[src/regFile.sv]
`timescale 1ns/100ps

module regFile (
	input  logic        clk,
	input  logic        arstN,
	input  logic [4:0]  rsAddr,
	input  logic [4:0]  rtAddr,
	input  logic [4:0]  wrAddr,
	input  logic [31:0] wrData,
	input  logic        wrEn,
	output logic [31:0] rsData,
	output logic [31:0] rtData
);

	logic [31:0] regs [32]; // GPR array, $0 included but never written

	//////////////////////////////
	// Write port
	//////////////////////////////
	always_ff @(posedge clk or negedge arstN) begin
		if (!arstN) begin
			for (int i = 0; i < 32; i++) begin
				regs[i] <= '0;
			end
		end else if (wrEn && (wrAddr != 5'd0)) begin // $0 writes dropped
			regs[wrAddr] <= wrData;
		end
	end

	//////////////////////////////
	// Read ports
	//////////////////////////////
	// No write bypass, old value seen in the writing cycle
	always_comb begin
		if (rsAddr == 5'd0) begin
			rsData = '0;
		end else begin
			rsData = regs[rsAddr];
		end
	end

	always_comb begin
		if (rtAddr == 5'd0) begin
			rtData = '0;
		end else begin
			rtData = regs[rtAddr];
		end
	end

endmodule

[config.mk]
export PLATFORM = sky130hd
export DESIGN_NAME = regFile
export DESIGN_NICKNAME = d
export VERILOG_FILES = /design/src/regFile.sv
export SDC_FILE = /design/constraint.sdc
export NUM_CORES = 2
export LEC_CHECK = 0
export ABC_AREA = 1
export CELL_PAD_IN_SITES_DETAIL_PLACEMENT = 0
export CELL_PAD_IN_SITES_GLOBAL_PLACEMENT = 1
export CORE_MARGIN = 4
export CORE_UTILIZATION = 45
export DETAILED_ROUTE_END_ITERATION = 6
export DONT_BUFFER_PORTS = 1
export PLACE_DENSITY_LB_ADDON = 0.1
export SLEW_MARGIN = 20
export SYNTH_ARGS = -nofsm -noshare
export SYNTH_HDL_FRONTEND = slang
export SYNTH_SLANG_ARGS = --single-unit
[constraint.sdc]
create_clock -name clk -period 3.1 [get_ports clk]
set_input_delay 0.31 -clock clk [delete_from_list [all_inputs] [get_ports clk]]
set_output_delay 0.31 -clock clk [all_outputs]
set_load 0.02 [all_outputs]
; Word-level counts from Yosys, hierarchy flattened
; Index checks and enable logic that the tools add are counted.
[op_classes]
bitwise = 3
muxes = 11
n_reduce_logical = 5
order_cmp = 4
[op_table]
columns = operator, count
row1 = 1024-bit bitwise mux, 1
row2 = 32-bit binary-select mux with 5-bit select, 2
row3 = 32-bit 2-to-1 mux, 7
row4 = 32-bit demux with 5-bit select, 1
row5 = 6-bit greater-or-equal comparator (second input constant), 3
row6 = 5-bit inverter with 6-bit output, 3
row7 = 5-bit zero test, 2
row8 = 6-bit by 1-bit less-than comparator with 1-bit output (second input constant), 1
row9 = 5-bit nonzero test, 1
row10 = 1-bit logical AND, 2
[totals]
inputBits = 50
regBits = 1024
output_inout_bits = 64

; Depth between registers and ports, before layout
[logic_depth]
word_depth = 6
depth_mapped = 13

; Least setup slack after synthesis
; Ideal clock, no wire load.
[synth_path]
path_type = input to output
start = in rsAddr[0]
end = out rsData[23]
path_slack_ps = 995
path_stages = 11
arrival_time_ps = 1795
n_path_buf = 4
cell_sequence = buf_2 -> inv_1 -> buf_2 -> buf_2 -> clkbuf_1 -> nand2_1 -> nand3_1 -> nand3_1 -> a21oi_1 -> nor2_1 -> nor2_1
[synth_via]
elab_chain_len = 5
[synth_lines]
columns = element, line_no
row1 = "start, declared", 6  ; input logic [4:0] rsAddr,
row2 = 5-bit inverter with 6-bit output (implied by the code), 38  ; rsData = regs[rsAddr];
row3 = 32-bit binary-select mux with 5-bit select, 38
row4 = 32-bit 2-to-1 mux (implied by the code) (2 in series), 38
row5 = 32-bit 2-to-1 mux (*), 35  ; if (rsAddr == 5'd0) begin
row6 = "end, declared", 11  ; output logic [31:0] rsData,
; Mark *: on every way between the ends. The rest lies on a longest branch, timed or not. The select of a mux whose other input is x is not followed.

; Worst setup path in the final report
[layout_path]
start = in rtAddr[0]
end = out rtData[10]
[layout_via]
elab_chain_len = 5
[layout_lines]
columns = element, line_no
row1 = "start, declared", 7  ; input logic [4:0] rtAddr,
row2 = 5-bit inverter with 6-bit output (implied by the code), 46  ; rtData = regs[rtAddr];
row3 = 32-bit binary-select mux with 5-bit select, 46
row4 = 32-bit 2-to-1 mux (implied by the code) (2 in series), 46
row5 = 32-bit 2-to-1 mux (*), 43  ; if (rtAddr == 5'd0) begin
row6 = "end, declared", 12  ; output logic [31:0] rtData
; Marks and branches as above.

==> run_results.csv <==
group,metric,value,unit
outcome,status,"complete, but fails checks",
outcome,failed_checks,"hold timing, slew limit, setup timing",
routing,drc_errors,0,
routing,wl,226.0,mm
routing,highest_layer,"met4",
final_layout,seq_area,25620,sq um
routing,wl_met2,103.1,mm
placed_design,dp.cells,9396,
logic_synthesis,yosysTopAreaCell,"dfrtp_1",
final_layout,largest_register_ffs,1024,
worst_setup_path,endpoint_kind,"output port",
routing,routed_via_density,5.783,
logic_synthesis,synth-seq-cells,1024,
cts,cts_setup_buffers,0,
cts,cts_tree,"yes",
placed_design,routabilityCongestion,0.8243,
sta,fin_skew,0,ns
die,core,125700,sq um
sta,setup_viol,64,
final_layout,fin_util,49.65,%
worst_setup_path,critical_path_class,"in -> out",
logic_synthesis,yosys_warnings,0,
final_layout,final_cells,9644,
worst_hold_path,hp-class,"in -> async",
job,cap_viol_max_count,0,
worst_setup_path,worst_ep_required_time,2.79,ns
final_layout,reg_top3,"regs: 1024 flops",
cts,cts_made_buffers,120,
cts,cts_resized,0,
routing,wl_met3,16.73,mm
cts,holdBufCountCts,17,
die,die-height,363.9,um
logic_synthesis,ys_seq_area_share,44.95,%
die,start_util,45.34,%
routing,first_pass_iters,6,
die,top_level_ports,114,
routing,wire_per_inst,23.43,um
cts,cts.path.max_buffers,3,
final_layout,regMostFlops,"regs",
grt,track_usage,33.69,%
sta,grt_setup_unrepaired,"no",
sta,fin_crit_sh,118.3,%
cts,path_clk_slew,0.06,ns
logic_synthesis,syn-instance-count,8317,
grt,grt_max_degree,1025,
die,die_area,132500,sq um
cts,clock_sinks,1024,
routing,postRouteAntennaNets,0,
sta,fin_hold_ws,-0.7306,ns
die,rows,130,
sta,slew_headroom,-6.057,%
worst_setup_path,critical_path_arrival,3.36,ns
logic_synthesis,yosysTopAreaCellShare,44.95,%
cts,clk_latency,0.73,ns
sta,tns,-25.08,ns
cts,cts_root_buf,"clkbuf_16",
final_layout,num-fill-cells,12790,
grt,grt_pass1_wl,340.5,mm
logic_synthesis,avgSynthCellArea,6.855,sq um
power,cellLeakagePower,29.29,nW
placed_design,hpwl,113.3,mm
routing,vias,55770,
worst_setup_path,critPathLaunchType,"input port",
final_layout,areaGrowthSynthToFinish,9.492,%
worst_setup_path,crit_fanout,561,
final_layout,drive_gt1_share,5.695,%
logic_synthesis,syn_nets,8367,
final_layout,multiInputGateArea,27920,sq um
logic_synthesis,synthesis.area,57010,sq um
die,die_w,363.9,um
sta,final_max_slew_viol_count,230,
routing,drt_first_iter_violations,6431,
power,power_density,651.7,nW/um^2
sta,setup_ws,-0.5681,ns
sta,tightest_slew,1.591,ns
sta,hold_viol,209,
sta,clock.fmax,0.2726,GHz
placed_design,io_buffer_count,0,
cts,cts_htree_levels,3,
logic_synthesis,synth_cell_types,29,
routing,m1WireLength,98.80,mm
logic_synthesis,synth.area.top_cells,"dfrtp_1, nand2_1, nand3_1",
grt,grt_pass1_vias,52140,
grt,grt_overflow,0,
placed_design,pre_cts_ws,0.3855,ns
grt,antenna_found_initial,3,
sta,period_needed,3.668,ns
final_layout,final_nets,7941,
power,ir_worst_vdd,0.4966,mV
-- layer usage --
| layer | global-route usage (%) | vias to the layer above |
|---|---|---|
| li1 | - | 26190 |
| met1 | 47.27 | 26870 |
| met2 | 54.31 | 2302 |
| met3 | 5.066 | 414 |
| met4 | 9.726 | 0 |
| met5 | 0 | - |
-- cells by family (layout without fill, tap and decap cells) --
group           after synthesis  count (layout)  synth area share (%)
buf+inv                     870             542                 6.336
other cells                   0               5                     0
flops                      1024            1024                 44.95
compound gates             1244            1244                 11.10
simple gates               5179            5179                 37.62
-- final cells by class --
class	instances	share of cell area [%]
Inverter	113	0.7637
Multi-Input combinational cell	6423	44.72
Antenna cell	5	0.02004
Tap cell	1650	3.307
Timing Repair Buffer	209	3.796
Sequential cell	1024	41.05
Clock buffer	190	5.897
Clock inverter	30	0.4430
-- cells in the mapped netlist --
master / count
o211ai_1: 16
buf_4: 34
o21ai_1: 20
nor4_4: 2
nor2_4: 7
clkinv_1: 2
inv_1: 103
nand3_1: 1371
nand2_1: 2974
a21oi_1: 650
nand3_2: 5
nand4_1: 1
inv_6: 1
nand2_4: 3
a21oi_2: 16
clkbuf_1: 507
buf_2: 139
nand2_2: 6
dfrtp_1: 1024
nor2_2: 1
clkbuf_2: 2
nor2_8: 7
buf_6: 5
buf_1: 70
nor3_2: 2
inv_2: 7
nor3_1: 5
nor2_1: 795
o21ai_0: 542
-- path summary, 6_finish.rpt --
check	from	endpoint	slack (ns)	cells past startpoint
worst min-delay path	arstN	regs[673]	-0.73	0
worst min register to register	regs[1019]	regs[1019]	0.40	0
worst max register to register	regs[163]	regs[163]	2.32	2
max in group asynchronous	arstN	regs[505]	1.08	3
worst max-delay path	rtAddr[0]	rtData[10]	-0.57	10
min in group clk	wrAddr[4]	regs[616]	0.04	4
-- cell usage in the layout, fill, tap and decap left out, types with 33 or more instances in the layout --
master	Yosys	final
o21ai_0	542	542
a21oi_1	650	650
buf_12	0	51
clkbuf_1	507	33
nand2_1	2974	2970
buf_4	34	135
clkbuf_8	0	33
nand3_1	1371	1365
dfrtp_1	1024	1024
nor2_1	795	793
clkbuf_16	0	124
inv_1	103	96
-- power breakdown --
group	switching, mW	internal [mW]	total (mW)	leakage (nW)
Sequential	2.20	16.2	18.4	12.7
Clock	6.01	8.40	14.4	1.96
Combinational	4.67	3.19	7.87	14.6
Total	12.9	27.8	40.7	29.3
-- critical path: stages --
cell and delay (ns):
inv_8 0.83, buf_12 0.38, nand2_1 0.09, nand3_1 0.08, nand3_1 0.07, nand2_1 0.09, nand2_1 0.06, nand3_1 0.09
nand2_1 0.16, nor2_1 0.42
-- per-stage QoR --
| stage | total power, mW | cell area [sq um] |
|---|---|---|
| detailed placement | 26.07 | 58120 |
| global placement | 25.87 | 58120 |
| global route | 43.06 | 62410 |
| CTS | 40.51 | 62250 |
| finish | 40.68 | 62420 |
| floorplan | 24.28 | 57010 |
Power figures use the tool's default switching activity.
