### config.mk
export PLATFORM = sky130hd
export DESIGN_NAME = aluUnit
export DESIGN_NICKNAME = d
export VERILOG_FILES = /design/src/mipsPkg.sv /design/src/aluUnit.sv
export SDC_FILE = /design/constraint.sdc
export NUM_CORES = 1
export LEC_CHECK = 0
export BUFFER_PORTS_ARGS = -buffer_cell sky130_fd_sc_hd__buf_4
export CAP_MARGIN = 20
export CORE_ASPECT_RATIO = 2
export CORE_MARGIN = 5
export CORE_UTILIZATION = 58
export DETAILED_ROUTE_END_ITERATION = 10
export MAX_ROUTING_LAYER = met4
export PLACE_DENSITY = 0.95
export SYNTH_ARGS = -nofsm -noshare
export SYNTH_HDL_FRONTEND = slang
export SYNTH_SLANG_ARGS = --single-unit
### constraint.sdc
create_clock -name vclk -period 13.91
set_input_delay 1.391 -clock vclk [all_inputs]
set_output_delay 1.391 -clock vclk [all_outputs]
set_load 0.01 [all_outputs]
### src/mipsPkg.sv
package mipsPkg;

	//////////////////////////////
	// Core constants
	//////////////////////////////
	localparam logic [31:0] resetPc   = 32'h0000_3000; // First fetch after reset
	localparam int          dmemWords = 256;           // Data memory depth in words
	localparam logic [4:0]  linkReg   = 5'd31;         // $ra, target of jal and bltzal

	// Primary opcode field, instr[31:26]
	localparam logic [5:0] opRType  = 6'b000000;
	localparam logic [5:0] opOri    = 6'b001101;
	localparam logic [5:0] opLw     = 6'b100011;
	localparam logic [5:0] opSw     = 6'b101011;
	localparam logic [5:0] opBeq    = 6'b000100;
	localparam logic [5:0] opLui    = 6'b001111;
	localparam logic [5:0] opJ      = 6'b000010;
	localparam logic [5:0] opJal    = 6'b000011;
	localparam logic [5:0] opBltzal = 6'b100111; // Non-standard slot for bltzal

	// Function field of R-type, instr[5:0]
	localparam logic [5:0] fnAdd = 6'b100000;
	localparam logic [5:0] fnSub = 6'b100010;
	localparam logic [5:0] fnJr  = 6'b001000;

	//////////////////////////////
	// Control encodings
	//////////////////////////////
	typedef enum logic [2:0] {
		aluAdd = 3'b000,
		aluSub = 3'b001,
		aluOr  = 3'b010,
		aluLui = 3'b101  // Operand B shifted up 16
	} aluOpE;

	typedef enum logic [2:0] {
		npcSeq    = 3'b000, // pc + 4
		npcJump   = 3'b001, // j and jal
		npcBeq    = 3'b010,
		npcJr     = 3'b011,
		npcBltzal = 3'b100
	} npcOpE;

	typedef enum logic [1:0] {
		dstRt   = 2'b00,
		dstRd   = 2'b01,
		dstLink = 2'b10
	} regDstE;

	typedef enum logic [1:0] {
		wbAlu  = 2'b00,
		wbMem  = 2'b01,
		wbLink = 2'b10  // Return address pc + 4
	} wbSelE;

	// Decoder output, one bundle per instruction
	typedef struct packed {
		regDstE regDst;
		logic   regWrite;
		logic   extSigned; // Sign extend imm16
		logic   aluSrcImm; // ALU operand B from immediate
		aluOpE  aluOp;
		logic   memWrite;
		wbSelE  wbSel;
		npcOpE  npcOp;
	} ctrlT;

	//////////////////////////////
	// Commit reports
	//////////////////////////////
	typedef struct packed {
		logic        en;
		logic [4:0]  addr;
		logic [31:0] data;
	} regWbT;

	typedef struct packed {
		logic        en;
		logic [31:0] addr; // Byte address
		logic [31:0] data;
	} memWrT;

endpackage

### src/aluUnit.sv
`timescale 1ns/100ps

module aluUnit (
	input  mipsPkg::ctrlT ctrl,
	input  logic [31:0]   rsData,
	input  logic [31:0]   rtData,
	input  logic [15:0]   imm16,
	output logic [31:0]   aluY
);

	logic [31:0] extImm; // Extended immediate
	logic [31:0] opB;    // Second ALU operand

	//////////////////////////////
	// Immediate extension
	//////////////////////////////
	always_comb begin
		if (ctrl.extSigned) begin
			extImm = {{16{imm16[15]}}, imm16}; // lw, sw offsets
		end else begin
			extImm = {16'h0000, imm16};        // ori, lui
		end
	end

	assign opB = ctrl.aluSrcImm ? extImm : rtData;

	//////////////////////////////
	// Operations
	//////////////////////////////
	always_comb begin
		case (ctrl.aluOp)
			mipsPkg::aluAdd: aluY = rsData + opB; // Wraps, no overflow trap
			mipsPkg::aluSub: aluY = rsData - opB;
			mipsPkg::aluOr:  aluY = rsData | opB;
			mipsPkg::aluLui: aluY = {opB[15:0], 16'h0000}; // Upper half load
			default:         aluY = rsData + opB;
		endcase
	end

endmodule

# --- Yosys cells after proc, flatten, opt, wreduce, memory -nomap -nowiden ---
# Cells that the tools add are included.
totals:
  input_bits: 94
  regBits: 0
classes:
  muxes: 3
  eq_ne: 3
  addsub: 2
  bitwise_logic: 1
ops:
  columns: ["operator", "count"]
  rows:
  - ["case mux 32 bit (3 select lines)", 1]
  - ["2-to-1 mux 32 bit", 2]
  - ["adder 32 bit", 1]
  - ["bitwise OR 32 bit", 1]
  - ["subtractor 32 bit", 1]
  - ["== test 3 x 1 -> 1 bit, second input constant", 1]
  - ["== test 3 x 2 -> 1 bit, second input constant", 1]
  - ["== test 3 bit, second input constant", 1]

# --- Depth between registers and ports, before layout ---
depth:
  word_depth: 4
  mapped_depth: 24
  mapped_depth_nobuf: 18

# --- Worst setup path before layout ---
# Ideal clock, no wire load.
synth_timing:
  path_kind: "input-to-output"
  startpoint: "input ctrl[9] (netlist bit)"
  endpoint: "output aluY[27]"
  setup_slack_ns: 6.333
  stages: 21
  n_path_buf: 5
  arrival_time_ns: 6.186
  required_ns: 12.519
  cell_sequence: "buf_6 -> buf_6 -> clkbuf_1 -> clkbuf_1 -> clkbuf_1 -> mux2i_1 -> ha_1 -> o21ai_1 -> nor4_2 -> and3_1 -> nand2_1 -> o31ai_1 -> xnor2_1 -> a21boi_1 -> ha_1 -> and3_1 -> a31o_2 -> a41oi_1 -> a21oi_1 -> or3_1 -> a31o_1"
synth_between:
  elab_chain_len: 3
synth_rtl:
  columns: ["item", "line_no", "text"]
  rows:
  - ["from (decl)", "aluUnit.sv:4", "input mipsPkg::ctrlT ctrl,"]
  - ["2-to-1 mux 32 bit (*)", "aluUnit.sv:25", "assign opB = ctrl.aluSrcImm ? extImm : rtData;"]
  - ["adder 32 bit, or another cell as far along", "aluUnit.sv:32, aluUnit.sv:36", null]
  - ["case mux 32 bit (3 select lines) (*)", "aluUnit.sv:31", "case (ctrl.aluOp)"]
  - ["to (decl)", "aluUnit.sv:8", "output logic [31:0] aluY"]
# Every way passes the cells marked *; elsewhere a longest branch is shown, timed or not.

# --- Worst setup path after layout ---
# Ends and elaborated chain as after synthesis.

==> metrics <==
Post-route DRC 0; total setup buffers inserted after CTS 0; nets 762; drt total wl 15.1 mm; Die Footprint 7890 µm²; RePlAce Congestion 1.12; Slew Limit Fails 0; final cycle utilization of the critical path 0.556; Critical Path AT 6340 ps; initial antenna violation count 0; critical-path cell list buf_4 > mux2i_1 > ha_1 > o21ai_1 > nor4_2 > and3_1 > nor2_1 > and2_1 > o21ai_1 > a21boi_1 > ha_1 > a21oi_1 > nand2_1 > a31o_2 > a41oi_1 > a21oi_1 > or3_1 > a31o_1 > buf_4; first-pass GRT wire length 23.1 mm; share of layout cells above drive strength 1 0.222; Yosys top cell by area ha_1; total of max-cap violations 0; Slowest-stage cell, CP mux2i_1; Cell variety after synth 65; Initial DRC Count 469; TritonRoute pass-1 iters 6; final worst setup slack 6180 ps; vias in the first global route 4796; Post-DP HPWL 12.5 mm; overall routing resource usage 0.382; P&R area growth vs syn 24.2%; CLK BUF 0; CP Class in2out; Post-Syn Instances 541; Fin Setup TNS 0 ps; Vias per Instance 7.12; core area 6010 µm²; Slew Limit Headroom 0.401; Antenna diodes 0; Initial Util 0.592; Peak Freq 129 MHz; antenna violation net count after detailed routing 0; PortBufs 117; Hold Vio Cnt, Final 0; post-synth top area share 0.116; Ports 126; die height 121 µm; Pleak 2.12 nW; Crit. Startpoint ctrl[9]; most common cell in the netlist a21oi_1; Max FO, Critical Path 43; FFs & Latches 0; Worst EP required 12520 ps; outcome completed; sequential fraction of the synthesis area 0; hold_ws 3130 ps; num rows 40; Least-Margin Pin Slew 895 ps; Synth Warn # 0; Cell Area, Synth 3550 µm²; WL per Instance 21.7 µm; Worst Hold Class in2out; PD cells 71.0 nW/µm²; grt total ovfl 0; Area contributors post-synth ha_1 (12%), a21oi_1 (8.2%), xor2_1 (7.4%), a21o_1 (5.7%), xnor2_1 (5.7%); largest net degree at the start of global routing 44; RSZ-0062 raised after global routing no; start point of the worst hold path rsData[4]; die width 65.4 µm; routed via count 4945; endpoints failing setup 0; CP endpoint kind output port; fin crit period 7730 ps; Syn Nets 669; register area 0 µm²; crit-path max cell delay 560 ps; Post-synth top cells a21oi_1 (58), nand2_1 (47), nor2_1 (41); Worst setup SP type input pin; dpl ws 6320 ps; CTS hold repair buffers 0; syn avg cell area 6.57 µm²; post-cts resize count 0; maximum VDD drop 0.0433 mV; Final Util 0.735
-- through the flow --
| step | std cells | area, µm² | total power [W] |
|---|---|---|---|
| global placement | 695 | 4410 | 0.000298 |
| floorplan | 541 | 3550 | 0.000189 |
| finish | 695 | 4410 | 0.000313 |
| CTS | 695 | 4410 | 0.000306 |
| global route | 695 | 4410 | 0.000336 |
| detailed placement | 695 | 4410 | 0.000304 |
-- final cells by class --
class                      instances  area (µm²)
tap                               63        78.8
multi-input combinational        491        3360
fill                             515        1590
timing repair buffer             120         901
inverter                          21        78.8
-- worst max-delay path, delay by kind of cell --
kind                     cells  cell delay, ps
adder cells (fa/ha/maj)      2             580
AND/OR/NAND/NOR              6            1520
multiplexers                 1             560
buffers and inverters        2             620
AO/OA/AOI/OAI                8            1640
-- layout by cell type (no fill, tap or decap), types with 4 or more instances in the layout --
master    Yosys  routed
nor3b_1       5       4
ha_1         33      33
o21bai_1      6       6
nand3_1      13      13
a211oi_1      4       4
o211ai_1      4       4
nor3_1       17      17
o221ai_1     12      12
xnor2_1      23      23
buf_4         0     120
o31ai_1       7       7
mux2i_1      13      13
nand2b_1      6       6
o21ai_0      36      36
nand2_1      47      47
inv_1        20      20
nor2_1       41      41
a31oi_1      20      20
nand4_1       4       4
xor2_1       30      30
o21ai_1      21      21
a21o_1       27      27
a21oi_1      58      58
and3_1        8       8
-- power by group --
| part | internal (W) | switching (W) | total [W] |
|---|---|---|---|
| logic | 0.000138 | 0.000175 | 0.000313 |
| registers | 0 | 0 | 0 |
| clock network | 0 | 0 | 0 |
-- logic make-up after synthesis --
logic type	synth area share
AO/OA/AOI/OAI	0.395
XOR/XNOR	0.131
adder cells (fa/ha/maj)	0.122
buffers and inverters	0.0574
multiplexers	0.0627
AND/OR/NAND/NOR	0.232
-- final timing paths --
path | to | slack [ps] | cells after the start
worst max-delay path | aluY[27] | 6180 | 19
worst min-delay path | aluY[4] | 3130 | 4
-- per-layer routing --
| layer | vias up | share of wire | GRT usage | wire, µm |
|---|---|---|---|---|
| met4 | 0 | 0.10 | 0.312 | 1540 |
| met1 | 2183 | 0.31 | 0.358 | 4700 |
| met5 | - | 0 | - | 0 |
| met3 | 130 | 0.078 | 0.0372 | 1170 |
| met2 | 409 | 0.51 | 0.679 | 7640 |
| li1 | 2223 | - | - | - |
Power figures use the tool's default switching activity.
