[src/mipsPkg.sv]
package mipsPkg;

	//////////////////////////////
	// Core constants
	//////////////////////////////
	localparam logic [31:0] resetPc   = 32'h0000_3000; // First fetch after reset
	localparam int          dmemWords = 256;           // Data memory depth in words
	localparam logic [4:0]  linkReg   = 5'd31;         // $ra, target of jal and bltzal

	// Primary opcode field, instr[31:26]
	localparam logic [5:0] opRType  = 6'b000000;
	localparam logic [5:0] opOri    = 6'b001101;
	localparam logic [5:0] opLw     = 6'b100011;
	localparam logic [5:0] opSw     = 6'b101011;
	localparam logic [5:0] opBeq    = 6'b000100;
	localparam logic [5:0] opLui    = 6'b001111;
	localparam logic [5:0] opJ      = 6'b000010;
	localparam logic [5:0] opJal    = 6'b000011;
	localparam logic [5:0] opBltzal = 6'b100111; // Non-standard slot for bltzal

	// Function field of R-type, instr[5:0]
	localparam logic [5:0] fnAdd = 6'b100000;
	localparam logic [5:0] fnSub = 6'b100010;
	localparam logic [5:0] fnJr  = 6'b001000;

	//////////////////////////////
	// Control encodings
	//////////////////////////////
	typedef enum logic [2:0] {
		aluAdd = 3'b000,
		aluSub = 3'b001,
		aluOr  = 3'b010,
		aluLui = 3'b101  // Operand B shifted up 16
	} aluOpE;

	typedef enum logic [2:0] {
		npcSeq    = 3'b000, // pc + 4
		npcJump   = 3'b001, // j and jal
		npcBeq    = 3'b010,
		npcJr     = 3'b011,
		npcBltzal = 3'b100
	} npcOpE;

	typedef enum logic [1:0] {
		dstRt   = 2'b00,
		dstRd   = 2'b01,
		dstLink = 2'b10
	} regDstE;

	typedef enum logic [1:0] {
		wbAlu  = 2'b00,
		wbMem  = 2'b01,
		wbLink = 2'b10  // Return address pc + 4
	} wbSelE;

	// Decoder output, one bundle per instruction
	typedef struct packed {
		regDstE regDst;
		logic   regWrite;
		logic   extSigned; // Sign extend imm16
		logic   aluSrcImm; // ALU operand B from immediate
		aluOpE  aluOp;
		logic   memWrite;
		wbSelE  wbSel;
		npcOpE  npcOp;
	} ctrlT;

	//////////////////////////////
	// Commit reports
	//////////////////////////////
	typedef struct packed {
		logic        en;
		logic [4:0]  addr;
		logic [31:0] data;
	} regWbT;

	typedef struct packed {
		logic        en;
		logic [31:0] addr; // Byte address
		logic [31:0] data;
	} memWrT;

endpackage

[src/ctrlDecode.sv]
`timescale 1ns/100ps

module ctrlDecode (
	input  logic [31:0]   instr,
	input  logic          judge, // rs negative, from nextPc
	output mipsPkg::ctrlT ctrl
);

	logic [5:0] opcode;
	logic [5:0] funct;

	assign opcode = instr[31:26];
	assign funct  = instr[5:0];

	//////////////////////////////
	// Opcode and function match
	//////////////////////////////
	always_comb begin
		// Inactive defaults, anything unmatched is a nop
		ctrl.regDst    = mipsPkg::dstRt;
		ctrl.regWrite  = 1'b0;
		ctrl.extSigned = 1'b0;
		ctrl.aluSrcImm = 1'b0;
		ctrl.aluOp     = mipsPkg::aluAdd;
		ctrl.memWrite  = 1'b0;
		ctrl.wbSel     = mipsPkg::wbAlu;
		ctrl.npcOp     = mipsPkg::npcSeq;

		case (opcode)
			mipsPkg::opRType: begin
				case (funct)
					mipsPkg::fnAdd: begin
						ctrl.regDst   = mipsPkg::dstRd;
						ctrl.regWrite = 1'b1;
					end
					mipsPkg::fnSub: begin
						ctrl.regDst   = mipsPkg::dstRd;
						ctrl.regWrite = 1'b1;
						ctrl.aluOp    = mipsPkg::aluSub;
					end
					mipsPkg::fnJr: ctrl.npcOp = mipsPkg::npcJr; // Jump to rs
					default: ;                                  // Unknown funct
				endcase
			end
			mipsPkg::opOri: begin
				ctrl.regWrite  = 1'b1;
				ctrl.aluSrcImm = 1'b1; // Zero extended
				ctrl.aluOp     = mipsPkg::aluOr;
			end
			mipsPkg::opLw: begin
				ctrl.regWrite  = 1'b1;
				ctrl.extSigned = 1'b1;
				ctrl.aluSrcImm = 1'b1;
				ctrl.wbSel     = mipsPkg::wbMem; // Load data to rt
			end
			mipsPkg::opSw: begin
				ctrl.extSigned = 1'b1;
				ctrl.aluSrcImm = 1'b1;
				ctrl.memWrite  = 1'b1;
			end
			mipsPkg::opBeq: ctrl.npcOp = mipsPkg::npcBeq; // Compare lives in nextPc
			mipsPkg::opLui: begin
				ctrl.regWrite  = 1'b1;
				ctrl.aluSrcImm = 1'b1;
				ctrl.aluOp     = mipsPkg::aluLui;
			end
			mipsPkg::opJ: ctrl.npcOp = mipsPkg::npcJump;
			mipsPkg::opJal: begin
				ctrl.regDst   = mipsPkg::dstLink;
				ctrl.regWrite = 1'b1;
				ctrl.wbSel    = mipsPkg::wbLink;
				ctrl.npcOp    = mipsPkg::npcJump;
			end
			mipsPkg::opBltzal: begin
				// Link only when the branch is taken
				ctrl.regDst   = mipsPkg::dstLink;
				ctrl.regWrite = judge;
				ctrl.wbSel    = mipsPkg::wbLink;
				ctrl.npcOp    = mipsPkg::npcBltzal;
			end
			default: ; // Undefined opcode
		endcase
	end

endmodule

[config.mk]
export PLATFORM = sky130hd
export DESIGN_NAME = ctrlDecode
export DESIGN_NICKNAME = d
export VERILOG_FILES = /design/src/mipsPkg.sv /design/src/ctrlDecode.sv
export SDC_FILE = /design/constraint.sdc
export NUM_CORES = 1
export LEC_CHECK = 0
export ABC_AREA = 1
export BUFFER_PORTS_ARGS = -buffer_cell sky130_fd_sc_hd__buf_4
export CORE_AREA = 8 8 45 47
export DETAILED_ROUTE_END_ITERATION = 10
export DIE_AREA = 0 0 53 55
export GPL_ROUTABILITY_DRIVEN = 0
export PLACE_DENSITY = 0.67
export SETUP_SLACK_MARGIN = 0.4
export SYNTH_ARGS = -nofsm -noshare
export SYNTH_HDL_FRONTEND = slang
export SYNTH_SLANG_ARGS = --single-unit
[constraint.sdc]
create_clock -name vclk -period 0.8
set_input_delay 0.12 -clock vclk [all_inputs]
set_output_delay 0.12 -clock vclk [all_outputs]
set_load 0.01 [all_outputs]
==> After elaboration in Yosys (flattened, before gate mapping) <==
Cells that the tools add are included.
{ "word_totals": {"out_inout_bits": 14, "in_bits": 33, "word_cells": 29, "regBits": 0} }
{ "op_classes": {"eq_ne": 11, "n_reduce_logical": 7, "muxes": 11} }
{ "ops": {"columns": ["operator", "n"], "rows": [
  ["6-bit == test (second input constant)", 5],
  ["6-bit by 4-bit == test with 1-bit output (second input constant)", 3],
  ["6-bit by 2-bit == test with 1-bit output (second input constant)", 2],
  ["3-bit case mux with 4 select lines", 1],
  ["3-bit case mux with 3 select lines", 1],
  ["2-bit case mux with 2 select lines", 2],
  ["2-bit OR reduction", 4],
  ["4-bit OR reduction", 2],
  ["6-bit by 3-bit == test with 1-bit output (second input constant)", 1],
  ["6-bit zero test", 1],
  ["1-bit 2-to-1 mux", 4],
  ["2-bit 2-to-1 mux", 2],
  ["1-bit case mux with 3 select lines", 1]
]} }

==> Longest topological paths before layout <==
{ "depth": {"depth_word": 4, "ltp_mapped": 6, "depth_no_buf": 6} }

==> Worst setup path after synthesis <==
Ideal clock, no wire load.
{ "synth_path": {"kind": "input to output", "start": "in instr[29]", "end": "out ctrl[0] in the netlist's numbering", "path_buffers": 0, "arrival_time_ns": 0.711, "required_time_ns": 0.680, "path_stages": 3, "setup_slack_ns": -0.031, "path_cell_list": "nor2_1 -> inv_1 -> o31ai_1"} }
{ "synth_lines": {"columns": ["item", "line_no", "source"], "rows": [
  ["start: declaration", "ctrlDecode.sv:4", "input logic [31:0] instr,"],
  ["end: declaration", "ctrlDecode.sv:6", "output mipsPkg::ctrlT ctrl"]
]} }

==> results.json <==
{
  "track_usage_pct": 7.91,
  "period_share_pct": 134,
  "setup_ws_ns": -0.270,
  "critPathSlowestCell": "nand3_1",
  "die_height_um": 55,
  "crit_path_start": "instr[26]",
  "register_area_sq_um": 0,
  "drtIter0Drc": 5,
  "num-fill-cells": 127,
  "cp_common_cell": "buf_4",
  "worstSetupStartpointType": "input port",
  "start_util_pct": 21.2,
  "hold_depth": 4,
  "diodes": 0,
  "ys_warn_count": 0,
  "die_area_sq_um": 2920,
  "p_sw_share_pct": 47.4,
  "violations": "negative setup slack",
  "path_class": "in -> out",
  "drc": 0,
  "layout.nets": 134,
  "tightest_slew_ns": 0.209,
  "p_comb_share_pct": 100.0,
  "fin_util_pct": 59.7,
  "synth_area_per_cell_sq_um": 5.07,
  "fin_crit_ns": 1.07,
  "hold_viol_final": 0,
  "power_frac_seq_pct": 0,
  "pwr-share-clk_pct": 0,
  "seq_area_frac_synth_pct": 0,
  "grt_pass1_wl_um": 1910,
  "grt_max_degree": 6,
  "wire_per_inst_um": 10.4,
  "final-max-slew-violation-count": 0,
  "via_per_inst": 4.34,
  "finalNonFillerCells": 115,
  "netlist_instances": 58,
  "slew_headroom_pct": 86.1,
  "drive_above_1_share_pct": 74.7,
  "cap_viol_max_count": 0,
  "yosys.area.top_type": "inv_1",
  "nClkBuffers": 0,
  "synth_nets": 91,
  "irDropWorstVdd_mv": 0.222,
  "rsz0062_at_grt": "true",
  "drtAntennaViolNets": 0,
  "hold_path_class": "in -> out",
  "cp_cell_sequence": "buf_4 -> nand2_8 -> inv_2 -> nand3_1 -> nand2_1 -> nor2_2 -> nand3_2 -> buf_4",
  "rows": 14,
  "power_uw": 291,
  "finalWirelength_um": 1190,
  "setup-tns-final_ns": -2.48,
  "yosysMostFrequentCell": "inv_1",
  "required_ns": 0.68,
  "synth_area_sq_um": 294,
  "io_buffers": 27,
  "arrival_ns": 0.95,
  "leakage_uw": 0.000462,
  "synth_top_area_share_pct": 23.0,
  "final_area_sq_um": 826,
  "cell_internal_pwr_uw": 153,
  "max_freq_ghz": 0.934,
  "pwr_density_cell_nw_per_um2": 352,
  "grt_pass1_vias": 490,
  "critPathTopFamily": "simple AND/OR/NAND/NOR gates",
  "placed_cells": 111,
  "synth.distinct_cells": 16,
  "antenna_found_initial": 0,
  "post-dp-hpwl_um": 1020,
  "overflow": 0,
  "seq_cells": 0,
  "p_sw_uw": 138,
  "postPlaceCellArea_sq_um": 678,
  "drtPass1Iterations": 2,
  "end_kind": "output pin",
  "syn2layout_area_growth_pct": 181,
  "synthTopCellsByArea": "inv_1, nand2_1, nor2_1",
  "ios": 47,
  "hold_start": "judge",
  "worst-path-buf-inv": 3,
  "worstPathMaxFanout": 4,
  "hold_end": "ctrl[11]",
  "setup_viol": 14,
  "coreArea_sq_um": 1380,
  "cp_slowest_stage_delay_ns": 0.16,
  "ys_top_cells_by_count": "inv_1, nand2_1, nor2_1",
  "via_count": 499,
  "status": "finished with violations",
  "die_w_um": 53
}
-- power groups by stage --
| stage | clock network, uW | registers [uW] | logic [uW] |
|---|---|---|---|
| floorplan | 0 | 0 | 100 |
| global placement | 0 | 0 | 230 |
| detailed placement | 0 | 0 | 235 |
| CTS | 0 | 0 | 279 |
| global route | 0 | 0 | 312 |
| finish | 0 | 0 | 291 |
-- per-layer routing --
metal	up-vias	global-route usage, %	wire length, um
li1	259	-	-
met1	223	8.03	431
met3	0	1.34	106
met5	-	0	0
met4	0	0	0
met2	17	17.0	656
-- layout make-up --
cell class / instances / area (sq um) / area share (%)
timing repair buffer: 41 / 382 / 46.2
tap: 16 / 20.0 / 2.42
multi-input combinational: 40 / 338 / 40.9
inverter: 18 / 86.3 / 10.5
-- worst max-delay path by stage --
stage / cells past startpoint / to
after floorplan: 5 / ctrl[6]
after global placement: 7 / ctrl[0]
after detailed placement: 7 / ctrl[0]
after CTS: 7 / ctrl[0]
after global routing: 8 / ctrl[11]
final: 8 / ctrl[11]
-- cell families after synthesis --
logic type	synth area share [%]
simple gates	64.7
buf+inv	23.0
compound gates	12.3
-- repair_timing --
item,CTS,global route
hold buffers,0,0
resized for setup,22,7
pin swaps,6,4
setup endpoints to repair,14,14
buffers inserted,3,1
-- cell usage in the layout, fill, tap and decap left out --
cell	netlist	layout
nor2_1	10	6
nor2_2	1	2
nand4_1	2	2
nand2_2	1	4
buf_4	0	27
nand2_1	10	5
nand2_4	1	1
inv_4	0	1
nand3_2	1	3
o31ai_2	0	2
buf_12	0	2
o21ai_2	1	2
inv_16	0	1
buf_6	0	11
o31ai_4	0	1
nand2_8	0	2
inv_2	0	7
or2_4	0	1
inv_1	18	9
nor2_4	1	4
nand3_1	5	3
buf_8	0	1
nor3_4	1	2
-- tightest hold or removal path: stages --
cell	delay, ns
buf_4	0.08
nand2_1	0.05
nand3_2	0.05
buf_4	0.11
-- per-stage QoR --
step                setup slack, ns  hold WS [ns]
global placement             -0.283         0.518
finish                       -0.270         0.519
global route                 -0.325         0.549
floorplan                    0.0234         0.267
CTS                          -0.261         0.518
detailed placement           -0.314         0.522
(Power assumes the default switching activity.)
