$ cat src/mipsPkg.sv
package mipsPkg;

	//////////////////////////////
	// Core constants
	//////////////////////////////
	localparam logic [31:0] resetPc   = 32'h0000_3000; // First fetch after reset
	localparam int          dmemWords = 256;           // Data memory depth in words
	localparam logic [4:0]  linkReg   = 5'd31;         // $ra, target of jal and bltzal

	// Primary opcode field, instr[31:26]
	localparam logic [5:0] opRType  = 6'b000000;
	localparam logic [5:0] opOri    = 6'b001101;
	localparam logic [5:0] opLw     = 6'b100011;
	localparam logic [5:0] opSw     = 6'b101011;
	localparam logic [5:0] opBeq    = 6'b000100;
	localparam logic [5:0] opLui    = 6'b001111;
	localparam logic [5:0] opJ      = 6'b000010;
	localparam logic [5:0] opJal    = 6'b000011;
	localparam logic [5:0] opBltzal = 6'b100111; // Non-standard slot for bltzal

	// Function field of R-type, instr[5:0]
	localparam logic [5:0] fnAdd = 6'b100000;
	localparam logic [5:0] fnSub = 6'b100010;
	localparam logic [5:0] fnJr  = 6'b001000;

	//////////////////////////////
	// Control encodings
	//////////////////////////////
	typedef enum logic [2:0] {
		aluAdd = 3'b000,
		aluSub = 3'b001,
		aluOr  = 3'b010,
		aluLui = 3'b101  // Operand B shifted up 16
	} aluOpE;

	typedef enum logic [2:0] {
		npcSeq    = 3'b000, // pc + 4
		npcJump   = 3'b001, // j and jal
		npcBeq    = 3'b010,
		npcJr     = 3'b011,
		npcBltzal = 3'b100
	} npcOpE;

	typedef enum logic [1:0] {
		dstRt   = 2'b00,
		dstRd   = 2'b01,
		dstLink = 2'b10
	} regDstE;

	typedef enum logic [1:0] {
		wbAlu  = 2'b00,
		wbMem  = 2'b01,
		wbLink = 2'b10  // Return address pc + 4
	} wbSelE;

	// Decoder output, one bundle per instruction
	typedef struct packed {
		regDstE regDst;
		logic   regWrite;
		logic   extSigned; // Sign extend imm16
		logic   aluSrcImm; // ALU operand B from immediate
		aluOpE  aluOp;
		logic   memWrite;
		wbSelE  wbSel;
		npcOpE  npcOp;
	} ctrlT;

	//////////////////////////////
	// Commit reports
	//////////////////////////////
	typedef struct packed {
		logic        en;
		logic [4:0]  addr;
		logic [31:0] data;
	} regWbT;

	typedef struct packed {
		logic        en;
		logic [31:0] addr; // Byte address
		logic [31:0] data;
	} memWrT;

endpackage

$ cat src/nextPc.sv
`timescale 1ns/100ps

module nextPc (
	input  logic          clk,
	input  logic          arstN,
	input  logic [31:0]   instr,
	input  mipsPkg::ctrlT ctrl,
	input  logic [31:0]   rsData,
	input  logic [31:0]   rtData,
	output logic [31:0]   pc,
	output logic [31:0]   pcPlus4,
	output logic          judge
);

	logic [31:0] branchTarget; // pc + 4 + (offset << 2)
	logic [31:0] jumpTarget;   // Region of pc + 4 with 26-bit index
	logic        beqTaken;
	logic [31:0] npc;

	//////////////////////////////
	// Targets and compare
	//////////////////////////////
	assign pcPlus4      = pc + 32'd4;
	assign branchTarget = pcPlus4 + {{14{instr[15]}}, instr[15:0], 2'b00};
	assign jumpTarget   = {pcPlus4[31:28], instr[25:0], 2'b00};

	assign beqTaken = (rsData == rtData);
	assign judge    = rsData[31]; // rs < 0, bltzal condition

	//////////////////////////////
	// Next pc select
	//////////////////////////////
	always_comb begin
		case (ctrl.npcOp)
			mipsPkg::npcSeq:    npc = pcPlus4;
			mipsPkg::npcJump:   npc = jumpTarget;
			mipsPkg::npcBeq:    npc = beqTaken ? branchTarget : pcPlus4;
			mipsPkg::npcJr:     npc = rsData;                         // Return via rs
			mipsPkg::npcBltzal: npc = judge ? branchTarget : pcPlus4; // Falls through when rs >= 0
			default:            npc = pcPlus4;
		endcase
	end

	// pc register, one instruction retired per edge
	always_ff @(posedge clk or negedge arstN) begin
		if (!arstN) begin
			pc <= mipsPkg::resetPc;
		end else begin
			pc <= npc;
		end
	end

endmodule

$ cat config.mk
export PLATFORM = sky130hd
export DESIGN_NAME = nextPc
export DESIGN_NICKNAME = d
export VERILOG_FILES = /design/src/mipsPkg.sv /design/src/nextPc.sv
export SDC_FILE = /design/constraint.sdc
export NUM_CORES = 1
export LEC_CHECK = 0
export BUFFER_PORTS_ARGS = -buffer_cell sky130_fd_sc_hd__buf_2
export CAP_MARGIN = 10
export CORE_MARGIN = 10
export CORE_UTILIZATION = 45
export DETAILED_ROUTE_END_ITERATION = 12
export GPL_ROUTABILITY_DRIVEN = 0
export PLACE_DENSITY = 0.81
export SLEW_MARGIN = 10
export SYNTH_ARGS = -nofsm -noshare
export SYNTH_HDL_FRONTEND = slang
export SYNTH_SLANG_ARGS = --single-unit
$ cat constraint.sdc
create_clock -name clk -period 10.1 [get_ports clk]
set_input_delay 1.01 -clock clk [delete_from_list [all_inputs] [get_ports clk]]
set_output_delay 1.01 -clock clk [all_outputs]
set_load 0.005 [all_outputs]
# Yosys cells after proc, flatten, opt, wreduce, memory -nomap -nowiden
# Cells that the tools add are included.
word_totals:
  register_bits: 32
  latchBits: 0
  ramBits: 0
  mem_bits_ro: 0
  output_inout_bits: 65
  wordCells: 11
  n_memories: 0
op_classes:
  addsub: 2
  mul: 0
  div_mod_pow: 0
  n_lt_le_gt_ge: 0
  eq_ne: 5
  shift: 0
  mux: 3
  bitwise_logic: 0
  reduce_logical: 0
op_table:
  columns: ["cell", "count"]
  rows:
  - ["$pmux W32 S4", 1]
  - ["$mux W32", 2]
  - ["$add A32 B3 Y32 const B", 1]
  - ["$add A32 B32 Y32", 1]
  - ["$eq A32 B32 Y1", 1]
  - ["$eq A3 B2 Y1 const B", 2]
  - ["$eq A3 B1 Y1 const B", 1]
  - ["$eq A3 B3 Y1 const B", 1]

# Longest topological paths before layout
logic_depth:
  word_depth: 4
  depth_mapped: 16

# Worst setup path after synthesis
# OpenSTA, ideal clock, no wires.
synth_path:
  path_type: "reg2reg"
  from: "register pc[12]"
  to: "register pc[31]"
  setup_time_ns: 0.087
  arrival_ns: 3.474
  setup_slack_ns: 6.539
  path_stages_with_launch: 17
  n_path_buf: 0
  cell_sequence: "dfstp_2 -> and4_1 -> and4_1 -> and2_1 -> nand4_1 -> nor2_1 -> xor2_1 -> ha_1 -> nand3_1 -> nor3_1 -> a211o_1 -> a21oi_1 -> o21ai_0 -> a2111oi_0 -> o21ai_1 -> and3_1 -> a211oi_2"
synth_between:
  elab_chain_cells: 4
synth_lines:
  columns: ["item", "line", "text"]
  rows:
  - ["from (decl)", "nextPc.sv:10", "output logic [31:0] pc,"]
  - ["from (signal assigned)", "nextPc.sv:47", "pc <= mipsPkg::resetPc;"]
  - ["from (signal assigned)", "nextPc.sv:49", "pc <= npc;"]
  - ["$add A32 B3 Y32 *", "nextPc.sv:23", "assign pcPlus4 = pc + 32'd4;"]
  - ["via pcPlus4[25]", "nextPc.sv:11", "output logic [31:0] pcPlus4,"]
  - ["$add A32 B32 Y32 *", "nextPc.sv:24", "assign branchTarget = pcPlus4 + {{14{instr[15]}}, instr[15:0], 2'b00};"]
  - ["$mux W32, on equally long branches", "nextPc.sv:39, nextPc.sv:37", null]
  - ["$pmux W32 S4 *", "nextPc.sv:34", "case (ctrl.npcOp)"]
  - ["via npc[31]", "nextPc.sv:18", "logic [31:0] npc;"]
# The timed path passes the listed nets; every way through them passes the cells marked *.

# Worst setup path in the final report
layout_path:
  from: "register pc[5]"
  to: "register pc[31]"
layout_between:
  elab_chain_cells: 4
layout_lines:
  columns: ["item", "line"]
  rows:
  - ["$add A32 B3 Y32 *", "nextPc.sv:23"]
  - ["$add A32 B32 Y32", "nextPc.sv:24"]
  - ["$mux W32, on equally long branches", "nextPc.sv:39, nextPc.sv:37"]
  - ["$pmux W32 S4 *", "nextPc.sv:34"]
  - ["via npc[31]", "nextPc.sv:18"]
# Marked as above.

==> results.txt <==
post-route setup TNS: 0 ns
initial drt markers: 428
Top Ports: 177
final setup margin: 5.314 ns
r2r worst-path depth: 15
Post-synth EDFFs: 0
chip width: 115.7 um
# diodes: 0
GRT Residual Overflow: 0
CTS H-tree lvls: 2
Period minus WS final: 4.786 ns
Final Max Slew Viols: 0
Clock power frac: 0.133
Max-slew headroom: 0.2941
setup violators final: 0
Clock Latency Late Sink: 0.29 ns
flops & latches, synth: 32
initial core utilization: 0.4685
post-synthesis net count: 655
Final Hold Fails: 0
initial antenna violation count: 1
FF-to-FF setup slack: 5.31 ns
type of the worst setup path: register to register
final WL: 15.82 mm
Place WS: 5.544 ns
vias in the first global route: 4,865
switching pwr: 394.2 uW
# rows: 34
Worst Setup Start Kind: register
detailed-placement wirelength estimate: 12.81 mm
CTS Hold Bufs: 0
outcome: completed
worst r2r src: pc[5]
syn_area_per_cell: 8.153 um2
achievable clock frequency: 208.9 MHz
CP Data Required Time: 10.30 ns
CTS sink cnt: 32
first-pass GRT wire length: 24.34 mm
Pint: 445.3 uW
Setup Skew: 0.006606 ns
post-synthesis sequential area ratio: 0.1947
Via density: 6.192
Area Overhead vs Synth: 23.20%
worst vdd ir: 0.0001114 V
Yosys warnings: 0
top flop regs: pc x32
Pwr Total: 839.5 uW
WL per Instance: 20.66 um
Hold Crit Class: register to register
Worst setup startpoint: pc[5]
total number of vias: 4,743
max reg flops: 32
GRT Total Usage: 0.2282
# resized after CTS: 0
I/O Buffers: 159
Die Ht: 115.7 um
RSZ-0062 raised after global routing: false
FFs w/ async S/R, synth: 1.000
post-synthesis instance total: 506
commonest non-fill, non-tap cell in the layout: buf_2
Reg clk slew, reported paths: 0.08 ns
Sw Ratio: 0.4695
Worst Setup End Kind: register
CTS Buf Count: 5
most frequent cells in the layout: buf_2 (159), nand2_1 (60), xor2_1 (53)
Pwr Density: 165.2 nW/um2
Largest Register: pc
CTS root buf: clkbuf_8
Leakage: 2.515 nW
RR Endpoint: pc[31]
sequential power share: 0.236
core area: 8806 um2
largest net degree at the start of global routing: 35
Setup crit end: pc[31]
Mapped Area: 4125 um2
layout cells sized above 1: 0.2766
Slew @ Worst Pin: 1.051 ns
fin crit share: 0.4739
DRT antenna net count: 0
DRC errors left: 0
Clock Tree Buf Depth: 2
CP max FO: 6
Max Cap Viol: 0
WP data arrival: 4.99 ns
Die ar.: 13,400 um2
Net count, final: 806
ys flop type: dfrtp_1
fillers: 785
synth unique cells: 61
postcts setup bufs: 0
1st-pass router iterations: 7
Gate power share: 0.631
CTS tree: built
-- critical path, cell delays in order (launching register included) --
cell       delay, ns
dfrtp_1         0.47
nand4_1         0.26
nor3_1          0.91
nand2_1         0.20
nor2_1          0.17
xor2_1          0.36
ha_1            0.33
a21oi_1         0.22
o21ai_0         0.15
a211o_1         0.32
a21oi_1         0.14
o21ai_0         0.12
a2111oi_0       0.47
o21ai_1         0.19
and3_1          0.21
a211oi_2        0.16
-- through the flow --
step,utilization,hold slack (ns),std cells,area (um2)
after CTS,0.5772,0.4956,766,5082
after detailed placement,0.5669,0.4796,758,4992
after global routing,0.5772,0.5341,766,5082
after global placement,0.5669,0.4696,758,4992
after floorplan,-,0.4858,506,4125
final,0.5772,0.4955,766,5082
-- final cells by class --
type	count	area (um2)	area share
inverters	14	52.55	0.01034
clock buffers	8	90.09	0.01773
well taps	108	135.1	0.02659
repair buffers	160	803.3	0.1581
flip-flops and latches	32	803.3	0.1581
multi-input cells	444	3198	0.6292
-- worst min-delay path by stage --
stage | start | end | slack [ns] | depth (start not counted)
finish | pc[1] | pc[1] | 0.50 | 2
global route | pc[1] | pc[1] | 0.53 | 2
CTS | pc[1] | pc[1] | 0.50 | 2
detailed placement | pc[1] | pc[1] | 0.48 | 2
global placement | pc[1] | pc[1] | 0.47 | 2
floorplan | pc[0] | pc[0] | 0.49 | 2
-- Yosys cell counts (2+ instances only) --
library cell  number  area, um2
o2111ai_1          2      17.52
or3_1              2      12.51
o22ai_1            8      50.05
inv_1             12      45.04
xor2_1            53      464.2
nand2b_1           6      37.54
and2_1             4      25.02
xnor2_1           30      262.8
o221ai_1          20      175.2
o21a_1             4      30.03
dfstp_2            2      52.55
o21ai_1            8      40.04
a41oi_1            3      26.28
a21oi_1           31      155.2
a221o_1            2      20.02
nand2_1           60      225.2
buf_4              3      22.52
nand3_1           25      125.1
nor2b_1            5      31.28
buf_1              2      7.510
a21o_1             9      67.56
nor3_1             8      40.04
clkbuf_1          11      41.29
o21ai_0           14      70.07
ha_1              36      450.4
dfrtp_1           30      750.7
and3_1             4      25.02
o211ai_1           3      22.52
a22oi_1            2      15.01
nand4_1            9      56.30
and4_1             4      35.03
nand3b_1           2      15.01
nor2_1            29      108.9
mux2i_1           25      250.2
mux2_2             2      22.52
nor4_1             9      56.30
a211o_1            3      26.28
-- power groups by stage --
stage | sequential, mW | combinational (mW) | clock (mW)
global placement | 0.197 | 0.506 | 0
global route | 0.203 | 0.582 | 0.114
finish | 0.198 | 0.530 | 0.112
floorplan | 0.195 | 0.345 | 0
CTS | 0.197 | 0.523 | 0.111
detailed placement | 0.199 | 0.519 | 0
-- metal layers --
layer | vias to the layer above | global-route usage | part of all wire
met5 | - | 0 | 0.00082
met4 | 2 | 0.1176 | 0.044
met3 | 64 | 0.05788 | 0.092
met2 | 301 | 0.3993 | 0.49
met1 | 2199 | 0.2511 | 0.38
li1 | 2177 | - | -
-- cell families (layout without fill, tap and decap cells) --
kind of cell / count (synthesis) / count (layout) / share of synthesized area
adders and majority gates: 37 / 37 / 0.1140
DFF: 32 / 32 / 0.1947
muxes: 27 / 27 / 0.06612
xor gates and xnor gates: 84 / 84 / 0.1802
and+or+nand+nor: 172 / 172 / 0.2032
AOI/OAI and AO/OA: 124 / 124 / 0.2117
buffers and inverters: 30 / 182 / 0.03003
(Power assumes the default switching activity.)
